## src/logic/lcd_cmd_pkg.sv

```systemverilog
`default_nettype none

package lcd_cmd_pkg;

	// display setup bits, upper bit first
	typedef struct packed {
		logic two_lines;   // N, 2-line display
		logic big_font;    // F, 5x10 dots
		logic display_on;  // D
		logic cursor_on;   // C
		logic blink_on;    // B
		logic increment;   // I/D, address moves up
		logic shift;       // S, display shift on write
	} lcd_config_t;

	// instruction bytes and prefixes, rs = 0
	localparam logic [7:0] INSTR_CLEAR     = 8'h01;
	localparam logic [7:0] INSTR_ENTRY     = 8'h04;  // 0000_01 I/D S
	localparam logic [7:0] INSTR_DISPLAY   = 8'h08;  // 0000_1 D C B
	localparam logic [7:0] INSTR_FUNCTION  = 8'h30;  // 001 DL=1, then N F
	localparam logic [7:0] INSTR_SET_DDRAM = 8'h80;  // top bit, address below

	// power-up wake-up, function set with 8-bit bus and nothing else
	localparam logic [7:0] WAKEUP_BYTE = 8'h30;

	// control codes from the host
	localparam logic [7:0] CHAR_NEWLINE = 8'h0A;
	localparam logic [7:0] CHAR_CLEAR   = 8'h0C;

	// 2x16 geometry
	localparam int         COLUMNS    = 16;
	localparam logic [6:0] LINE2_BASE = 7'h40;  // ddram start of line 2

endpackage

`default_nettype wire

```

## src/logic/lcd_timing_pkg.sv

```systemverilog
`default_nettype none

package lcd_timing_pkg;

	// module timing in microseconds
	localparam int T_POWER_UP_US    = 500;   // wait after supply comes up
	localparam int T_SETUP_US       = 1;     // rs/data setup before e rises
	localparam int T_ENABLE_HIGH_US = 13;    // e high time
	localparam int T_CYCLE_US       = 50;    // one ordinary instruction or data write
	localparam int T_CLEAR_US       = 1640;  // clear display runs much longer

	// microseconds to clock cycles; at least one cycle so every phase exists
	function automatic int cycles_of(input int time_us, input int clk_per_us);
		int n;
		n = time_us * clk_per_us;
		if (n < 1)
			n = 1;
		return n;
	endfunction

endpackage

`default_nettype wire

```

## src/logic/lcd_req_if.sv

```systemverilog
`timescale 1ns/100ps
`default_nettype none

// one bus write, four-phase req/ack
interface lcd_req_if;

	logic       req;
	logic       rs;    // 0 instruction, 1 character data
	logic [7:0] data;
	logic       ack;

	// writer side
	modport master (
		output req,
		output rs,
		output data,
		input  ack
	);

	// driver side
	modport slave (
		input  req,
		input  rs,
		input  data,
		output ack
	);

endinterface

`default_nettype wire

```

## src/logic/lcd_bus_driver.sv

```systemverilog
`timescale 1ns/100ps
`default_nettype none

module lcd_bus_driver #(
	parameter int CLK_PER_US = 3
) (
	input  wire                      clk,
	input  wire                      reset,
	input  wire lcd_cmd_pkg::lcd_config_t cfg,
	lcd_req_if.slave                 bus,
	output logic                     ready,
	output logic                     e,
	output logic                     rs,
	output logic                     rw,
	output logic [7:0]               lcd_data
);

	localparam int C_POWER_UP = lcd_timing_pkg::cycles_of(lcd_timing_pkg::T_POWER_UP_US,
		CLK_PER_US);
	localparam int C_SETUP = lcd_timing_pkg::cycles_of(lcd_timing_pkg::T_SETUP_US, CLK_PER_US);
	localparam int C_HIGH = lcd_timing_pkg::cycles_of(lcd_timing_pkg::T_ENABLE_HIGH_US,
		CLK_PER_US);
	localparam int C_CYCLE = lcd_timing_pkg::cycles_of(lcd_timing_pkg::T_CYCLE_US, CLK_PER_US);
	localparam int C_CLEAR = lcd_timing_pkg::cycles_of(lcd_timing_pkg::T_CLEAR_US, CLK_PER_US);

	// clear is the longest wait, longer than power-up as well
	localparam int CNT_W = $clog2(C_CLEAR + 1);

	localparam logic [CNT_W-1:0] POWER_UP_LAST = CNT_W'(C_POWER_UP - 1);
	localparam logic [CNT_W-1:0] E_RISE        = CNT_W'(C_SETUP);
	localparam logic [CNT_W-1:0] E_FALL        = CNT_W'(C_SETUP + C_HIGH);
	localparam logic [CNT_W-1:0] HOLD_CYCLE    = CNT_W'(C_CYCLE - 1);
	localparam logic [CNT_W-1:0] HOLD_CLEAR    = CNT_W'(C_CLEAR - 1);

	localparam logic [2:0] STEP_CLEAR = 3'd3;
	localparam logic [2:0] STEP_LAST  = 3'd4;

	typedef enum logic [2:0] {
		s_power_up,
		s_init,
		s_idle,
		s_write,
		s_release
	} state_t;

	state_t           state;
	logic [CNT_W-1:0] cnt;
	logic [CNT_W-1:0] cnt_next;
	logic [CNT_W-1:0] hold_last;  // last count of the running write
	logic [2:0]       step;       // init sequence position
	logic [7:0]       init_byte;

	assign rw = 1'b0;  // write only, busy flag never read
	assign cnt_next = cnt + 1'b1;

	always_comb begin
		case (step)
			3'd0: init_byte = lcd_cmd_pkg::WAKEUP_BYTE;
			3'd1: init_byte = lcd_cmd_pkg::INSTR_FUNCTION | {4'b0000, cfg.two_lines, cfg.big_font, 2'b00};
			3'd2: init_byte = lcd_cmd_pkg::INSTR_DISPLAY |
				{5'b00000, cfg.display_on, cfg.cursor_on, cfg.blink_on};
			3'd3: init_byte = lcd_cmd_pkg::INSTR_CLEAR;
			default: init_byte = lcd_cmd_pkg::INSTR_ENTRY | {6'b000000, cfg.increment, cfg.shift};
		endcase
	end

	always_ff @(posedge clk) begin
		if (reset) begin
			state    <= s_power_up;
			cnt      <= '0;
			step     <= '0;
			ready    <= 1'b0;
			e        <= 1'b0;
			rs       <= 1'b0;
			lcd_data <= '0;
			bus.ack  <= 1'b0;
		end else begin
			case (state)
				s_power_up: begin
					if (cnt == POWER_UP_LAST) begin
						cnt   <= '0;
						state <= s_init;
					end else begin
						cnt <= cnt_next;
					end
				end
				s_init: begin
					rs        <= 1'b0;
					lcd_data  <= init_byte;
					hold_last <= (step == STEP_CLEAR) ? HOLD_CLEAR : HOLD_CYCLE;
					cnt       <= '0;
					state     <= s_write;
				end
				s_idle: begin
					if (bus.req) begin
						rs        <= bus.rs;  // pins follow the request at once
						lcd_data  <= bus.data;
						hold_last <= (!bus.rs && bus.data == lcd_cmd_pkg::INSTR_CLEAR) ?
							HOLD_CLEAR : HOLD_CYCLE;
						cnt       <= '0;
						state     <= s_write;
					end
				end
				s_write: begin
					e <= (cnt_next >= E_RISE) && (cnt_next < E_FALL);  // setup, then high pulse
					if (cnt == hold_last) begin
						cnt <= '0;
						if (ready) begin
							bus.ack <= 1'b1;
							state   <= s_release;
						end else if (step == STEP_LAST) begin
							ready <= 1'b1;  // entry mode done, init over
							state <= s_idle;
						end else begin
							step  <= step + 1'b1;
							state <= s_init;
						end
					end else begin
						cnt <= cnt_next;
					end
				end
				s_release: begin
					if (!bus.req) begin
						bus.ack <= 1'b0;
						state   <= s_idle;
					end
				end
				default: state <= s_power_up;
			endcase
		end
	end

endmodule

`default_nettype wire

```

## src/logic/lcd_text_writer.sv

```systemverilog
`timescale 1ns/100ps
`default_nettype none

module lcd_text_writer (
	input  wire        clk,
	input  wire        reset,
	input  wire        ready,
	input  wire  [7:0] char_code,
	input  wire        char_req,
	output logic       char_ack,
	lcd_req_if.master  bus
);

	localparam logic [4:0] LAST_COL = 5'(lcd_cmd_pkg::COLUMNS);

	typedef enum logic [1:0] {
		s_idle,
		s_req,   // req high, waiting for ack
		s_gap,   // req low, waiting for ack to drop
		s_done   // char_ack high until host lets go
	} state_t;

	state_t     state;
	logic       line;          // 0 first line, 1 second line
	logic [4:0] col;           // 16 means past the end of the line
	logic       char_pending;  // character still due after an address write
	logic [6:0] other_base;

	assign other_base = line ? 7'h00 : lcd_cmd_pkg::LINE2_BASE;

	always_ff @(posedge clk) begin
		if (reset) begin
			state        <= s_idle;
			line         <= 1'b0;
			col          <= '0;
			char_pending <= 1'b0;
			char_ack     <= 1'b0;
			bus.req      <= 1'b0;
		end else begin
			case (state)
				s_idle: begin
					if (ready && char_req) begin
						bus.req <= 1'b1;
						state   <= s_req;
						if (char_code == lcd_cmd_pkg::CHAR_CLEAR) begin
							bus.rs       <= 1'b0;
							bus.data     <= lcd_cmd_pkg::INSTR_CLEAR;
							line         <= 1'b0;
							col          <= '0;
							char_pending <= 1'b0;
						end else if (char_code == lcd_cmd_pkg::CHAR_NEWLINE || col == LAST_COL) begin
							// jump to the start of the other line
							bus.rs       <= 1'b0;
							bus.data     <= lcd_cmd_pkg::INSTR_SET_DDRAM | {1'b0, other_base};
							line         <= ~line;
							col          <= '0;
							char_pending <= (char_code != lcd_cmd_pkg::CHAR_NEWLINE);
						end else begin
							bus.rs       <= 1'b1;
							bus.data     <= char_code;
							col          <= col + 1'b1;  // module auto-increments too
							char_pending <= 1'b0;
						end
					end
				end
				s_req: begin
					if (bus.ack) begin
						bus.req <= 1'b0;
						state   <= s_gap;
					end
				end
				s_gap: begin
					if (!bus.ack) begin
						if (char_pending) begin
							bus.rs       <= 1'b1;
							bus.data     <= char_code;  // host still holds it
							col          <= col + 1'b1;
							char_pending <= 1'b0;
							bus.req      <= 1'b1;
							state        <= s_req;
						end else begin
							char_ack <= 1'b1;
							state    <= s_done;
						end
					end
				end
				s_done: begin
					if (!char_req) begin
						char_ack <= 1'b0;
						state    <= s_idle;
					end
				end
				default: state <= s_idle;
			endcase
		end
	end

endmodule

`default_nettype wire

```

## src/logic/lcd_display_top.sv

```systemverilog
`timescale 1ns/100ps
`default_nettype none

module lcd_display_top #(
	parameter int CLK_PER_US = 3
) (
	input  wire                      clk,
	input  wire                      reset,
	input  wire lcd_cmd_pkg::lcd_config_t cfg,
	input  wire  [7:0]               char_code,
	input  wire                      char_req,
	output wire                      char_ack,
	output wire                      ready,
	output wire                      e,
	output wire                      rs,
	output wire                      rw,
	output wire  [7:0]               lcd_data
);

	lcd_req_if req_bus ();  // writer to driver

	lcd_text_writer u_writer (
		.clk       (clk),
		.reset     (reset),
		.ready     (ready),  // holds the host off until init is done
		.char_code (char_code),
		.char_req  (char_req),
		.char_ack  (char_ack),
		.bus       (req_bus.master)
	);

	lcd_bus_driver #(
		.CLK_PER_US (CLK_PER_US)
	) u_driver (
		.clk      (clk),
		.reset    (reset),
		.cfg      (cfg),
		.bus      (req_bus.slave),
		.ready    (ready),
		.e        (e),
		.rs       (rs),
		.rw       (rw),
		.lcd_data (lcd_data)
	);

endmodule

`default_nettype wire

```

## config.mk

```make
export PLATFORM = sky130hd
export DESIGN_NAME = lcd_display_top
export DESIGN_NICKNAME = d
export VERILOG_FILES = /design/src/logic/lcd_cmd_pkg.sv /design/src/logic/lcd_timing_pkg.sv /design/src/logic/lcd_req_if.sv /design/src/logic/lcd_bus_driver.sv /design/src/logic/lcd_text_writer.sv /design/src/logic/lcd_display_top.sv
export SDC_FILE = /design/constraint.sdc
export NUM_CORES = 1
export LEC_CHECK = 0
export BUFFER_PORTS_ARGS = -buffer_cell sky130_fd_sc_hd__buf_4
export CAP_MARGIN = 25
export CORE_ASPECT_RATIO = 1.25
export CORE_MARGIN = 10
export CORE_UTILIZATION = 55
export DETAILED_ROUTE_END_ITERATION = 10
export PLACE_DENSITY = 0.75
export SYNTH_ARGS = -nofsm -noshare
export SYNTH_HDL_FRONTEND = slang
export SYNTH_SLANG_ARGS = --single-unit
export TNS_END_PERCENT = 50
```

## constraint.sdc

```tcl
create_clock -name clk -period 5.5 [get_ports clk]
set_clock_uncertainty 0.2 [all_clocks]
set_input_delay 0 -clock clk [delete_from_list [all_inputs] [get_ports clk]]
set_output_delay 0 -clock clk [all_outputs]
set_load 0.005 [all_outputs]
```

==> impl_metrics.yaml <==
final_layout:
  final_non_filler_cells: 485
  design.final.nets: 447
  fraction_of_the_core_area_covered_by_cells_at_the_end_of_the_flow_pct: 65.64
  drive_gt1_share_pct: 11.88
  antenna-diode-count: 0
  area_growth_syn_to_layout_pct: 14.95
clock_tree:
  cts.sinks: 53
  worst_skew_pair.late_latency_ns: 0.32
  cts_htree_levels: 2
  tritoncts.num_buffers: 5
  cts_tree: "built"
  post_cts_resize_count: 0
  cts-root-to-sink-buffers: 2
  ctsRootBufferMaster: "sky130_fd_sc_hd__clkbuf_8"
  clk_pin_slew_worst_paths_ns: 0.11
global_routing:
  grt_max_degree: 41
  grt.total_usage_pct: 16.78
  grt_antenna_before_repair: 0
  grt_pass1_vias: 2751
  globalRoute.totalOverflow: 0
  grt_pass1_wl_um: 13050
sta:
  fin_setup_tns_ns: 0
  finalCritPeriodShare_pct: 49.07
  max_clock_freq_mhz: 370.5
  max_slew_violation_count: 0
  period_minus_slack_ns: 2.699
  max-slew-margin-rel_pct: 39.01
  finalHoldViolations: 0
  setup_viol: 0
  rsz0062_at_grt: "no"
  worst_pin_slew_ns: 0.9115
placed_design:
  dp_hpwl_um: 5391
  globalplace.congestion: 0.9608
  port_buffers: 29
  post-place-cells: 459
synth:
  synthesis.area_um2: 3129
  synth.top_cells.by_count: "sky130_fd_sc_hd__nor2_1 (43), sky130_fd_sc_hd__dfxtp_1 (42), sky130_fd_sc_hd__nand2_1 (39)"
  synthDistinctLibCells: 61
  synthesized_area_fraction_occupied_by_adder_cells_pct: 3.599
  synth_compound_area_share_pct: 21.23
  post_synth_xor_area_fraction_pct: 2.799
  post_synth_and_or_nand_nor_area_fraction_pct: 27.23
  number_of_enable_flip_flop_cells_after_synthesis: 11
  ys_ff_latch: 53
  synth_area_per_cell_um2: 7.962
  synth_flop_cell: "sky130_fd_sc_hd__dfxtp_1"
  netlist_instances: 393
  yosys.cell_count.top_type: "sky130_fd_sc_hd__nor2_1"
  post_synth_main_area_contributors: "sky130_fd_sc_hd__dfxtp_1 (27%), sky130_fd_sc_hd__edfxtp_1 (11%), sky130_fd_sc_hd__a21oi_1 (5.8%)"
  yosys-mux-area-fraction_pct: 1.279
  synth_top_cell_by_area: "sky130_fd_sc_hd__dfxtp_1"
  dominant_combinational_cell_family_by_area_after_synthesis: "simple AND/OR/NAND/NOR gates"
  async_s_r_ff_share_synth_pct: 0
  yosysWarnings: 0
  postSynthNetCount: 420
  yosysTopAreaCellShare_pct: 26.87
  ys_seq_area_share_pct: 37.43
critical_path:
  path_max_fanout: 4
  worst_path_max_delay_cell: "sky130_fd_sc_hd__dlygate4sd3_1"
  timing.critical_path.required_ns: 5.38
  worst-setup-path-type: "input port to flip-flop"
  cpMostUsedCell: "sky130_fd_sc_hd__dlygate4sd3_1"
  critPathLaunchType: "input port"
  critical_path.n_buffers_inverters: 3
  crit_chain: "dlygate4sd3_1 -> buf_4 -> or4b_4 -> or4_4 -> a21oi_4 -> nor2_1 -> dlygate4sd3_1"
  setup.worst_path.end_class: "flip-flop"
  path_delay_family: "buffers and inverters"
  worstPathArrival_ns: 2.58
  max_stage_delay_ns: 0.56
pwr:
  power_density_nw_per_um2: 191.6
  power.share.clock_pct: 34.1
  total_leakage_power_nw: 1.283
  seqPwrFrac_pct: 58.4
  internal_power_mw: 0.5162
  p_sw_share_pct: 25.11
  combinationalPowerShare_pct: 7.5
  power.ir.vdd_worst_mv: 0.1244
  power.switching_mw: 0.1731
floorplan:
  die_area_um2: 9125
  placementRows: 30
  die_height_um: 104.3
  chipWidth_um: 87.47
  floorplan.initialDensity_pct: 57.10
  boundaryPins: 31
  core_um2: 5480
run_status:
  outcome: "completed"
route:
  wl_per_cell_um: 15.90
  ant_nets: 0
  routed_via_density: 6.113
  dr.first_iter.drc_count: 280
  number_of_vias_in_the_routed_layout: 2965
  route.final.wire_length_um: 7711
  drcViolationCount: 0
  drt_first_pass_iters: 7
min_path:
  timing.hold.worst.class: "input port to flip-flop"
run:
  max-cap-violations: 0
path summary, 6_finish.rpt:
kind / from / end / slack [ns] / depth (start not counted)
max: char_code[0] / u_writer.bus.data[1] / 2.80 / 7
min: cfg[2] / u_driver.lcd_data[0] / 0.03 / 5
max reg2reg: u_driver.cnt[1] / u_driver.e / 2.83 / 7
min reg2reg: u_driver.lcd_data[0] / u_driver.lcd_data[0] / 0.26 / 2
power by group through the flow:
| stage | combinational, mW | sequential [mW] | clock [mW] |
|---|---|---|---|
| 2_1_floorplan | 0.0285 | 0.407 | 0 |
| 6_report | 0.0514 | 0.403 | 0.235 |
| 5_1_grt | 0.0569 | 0.404 | 0.254 |
| 4_1_cts | 0.0502 | 0.403 | 0.240 |
| 3_5_place_dp | 0.0409 | 0.412 | 0 |
| 3_3_place_gp | 0.0406 | 0.411 | 0 |
sequential cells by signal (all words and copies together) (netlist names), 2 cells and up:
signal              flops
u_driver.step           3
u_writer.bus.data       8
u_writer.col            5
u_driver.hold_last      2
u_driver.state          3
u_driver.cnt           13
u_driver.lcd_data       8
u_writer.state          2
cell families (layout without fill, tap and decap cells):
| logic type | Yosys count | count (layout) |
|---|---|---|
| fa+ha+maj | 9 | 9 |
| xor+xnor | 10 | 10 |
| mux | 4 | 4 |
| simple gates | 166 | 166 |
| buf+inv | 50 | 78 |
| compound gates | 100 | 100 |
| flops | 53 | 53 |
| other cells | 1 | 1 |
worst min-delay path, cell delays in order:
cell and delay, ns:
sky130_fd_sc_hd__buf_4 0.08, sky130_fd_sc_hd__a31oi_1 0.07, sky130_fd_sc_hd__a21oi_1 0.13, sky130_fd_sc_hd__o21ai_0 0.09
sky130_fd_sc_hd__a21oi_1 0.14
through the flow:
stage | hold slack, ns | power, mW | cell area, µm² | setup WS (ns)
after floorplan | -0.01287 | 0.4358 | 3129 | 3.429
after global placement | 0.1060 | 0.4518 | 3312 | 3.003
after detailed placement | 0.1095 | 0.4525 | 3323 | 2.904
after CTS | 0.02695 | 0.6930 | 3597 | 2.840
after global routing | 0.09182 | 0.7148 | 3597 | 2.593
final | 0.03326 | 0.6892 | 3597 | 2.801
placed cells by master (no fill, tap or decap), types with 2 or more instances in the layout:
master,netlist,layout
sky130_fd_sc_hd__nor4_1,5,5
sky130_fd_sc_hd__a21oi_1,36,36
sky130_fd_sc_hd__and4_1,2,2
sky130_fd_sc_hd__clkbuf_8,0,5
sky130_fd_sc_hd__nand3_1,18,18
sky130_fd_sc_hd__and4b_1,2,2
sky130_fd_sc_hd__nand2_1,39,39
sky130_fd_sc_hd__a211oi_1,7,7
sky130_fd_sc_hd__o21ai_0,13,13
sky130_fd_sc_hd__nand2b_1,5,5
sky130_fd_sc_hd__xor2_1,5,5
sky130_fd_sc_hd__inv_1,21,21
sky130_fd_sc_hd__o32ai_1,5,5
sky130_fd_sc_hd__dfxtp_1,42,42
sky130_fd_sc_hd__nor3_1,11,11
sky130_fd_sc_hd__nor2_1,43,43
sky130_fd_sc_hd__or2_2,2,2
sky130_fd_sc_hd__or3_1,2,2
sky130_fd_sc_hd__edfxtp_1,11,11
sky130_fd_sc_hd__nor4bb_1,2,2
sky130_fd_sc_hd__mux2i_1,4,4
sky130_fd_sc_hd__nand4_1,9,9
sky130_fd_sc_hd__and2_2,3,3
sky130_fd_sc_hd__o21bai_1,3,3
sky130_fd_sc_hd__a221oi_1,3,3
sky130_fd_sc_hd__o211ai_1,2,2
sky130_fd_sc_hd__buf_4,1,29
sky130_fd_sc_hd__a31oi_1,9,9
sky130_fd_sc_hd__nand3b_1,6,6
sky130_fd_sc_hd__xnor2_1,5,5
sky130_fd_sc_hd__o22a_1,2,2
sky130_fd_sc_hd__ha_1,9,9
sky130_fd_sc_hd__dlygate4sd3_1,0,18
sky130_fd_sc_hd__and3_1,2,2
sky130_fd_sc_hd__and2_1,7,7
sky130_fd_sc_hd__a32oi_1,6,6
final cells by class:
class                   instances  area [µm²]
fillers                       481        1883
inverters                      22       82.58
clock inverters                 3       25.02
multi-input cells             290        1760
repair buffers                 48       409.1
clock buffers                   5       68.82
well taps                      64       80.08
flip-flops and latches         53        1171
what timing repair did:
item / in CTS / in global routing
setup buffers: 0 / 0
setup endpoints to repair: 0 / 0
hold endpoints to repair: 37 / 0
hold buffers: 18 / 0
layer usage:
layer  track usage (%)  vias up  wire, µm
met3             2.978        8       406
met5                 0        -         0
met4             3.767        0        88
met2             27.44       96      3766
met1             22.00     1383      3450
li1                  -     1478         -
(Power assumes the default switching activity.)
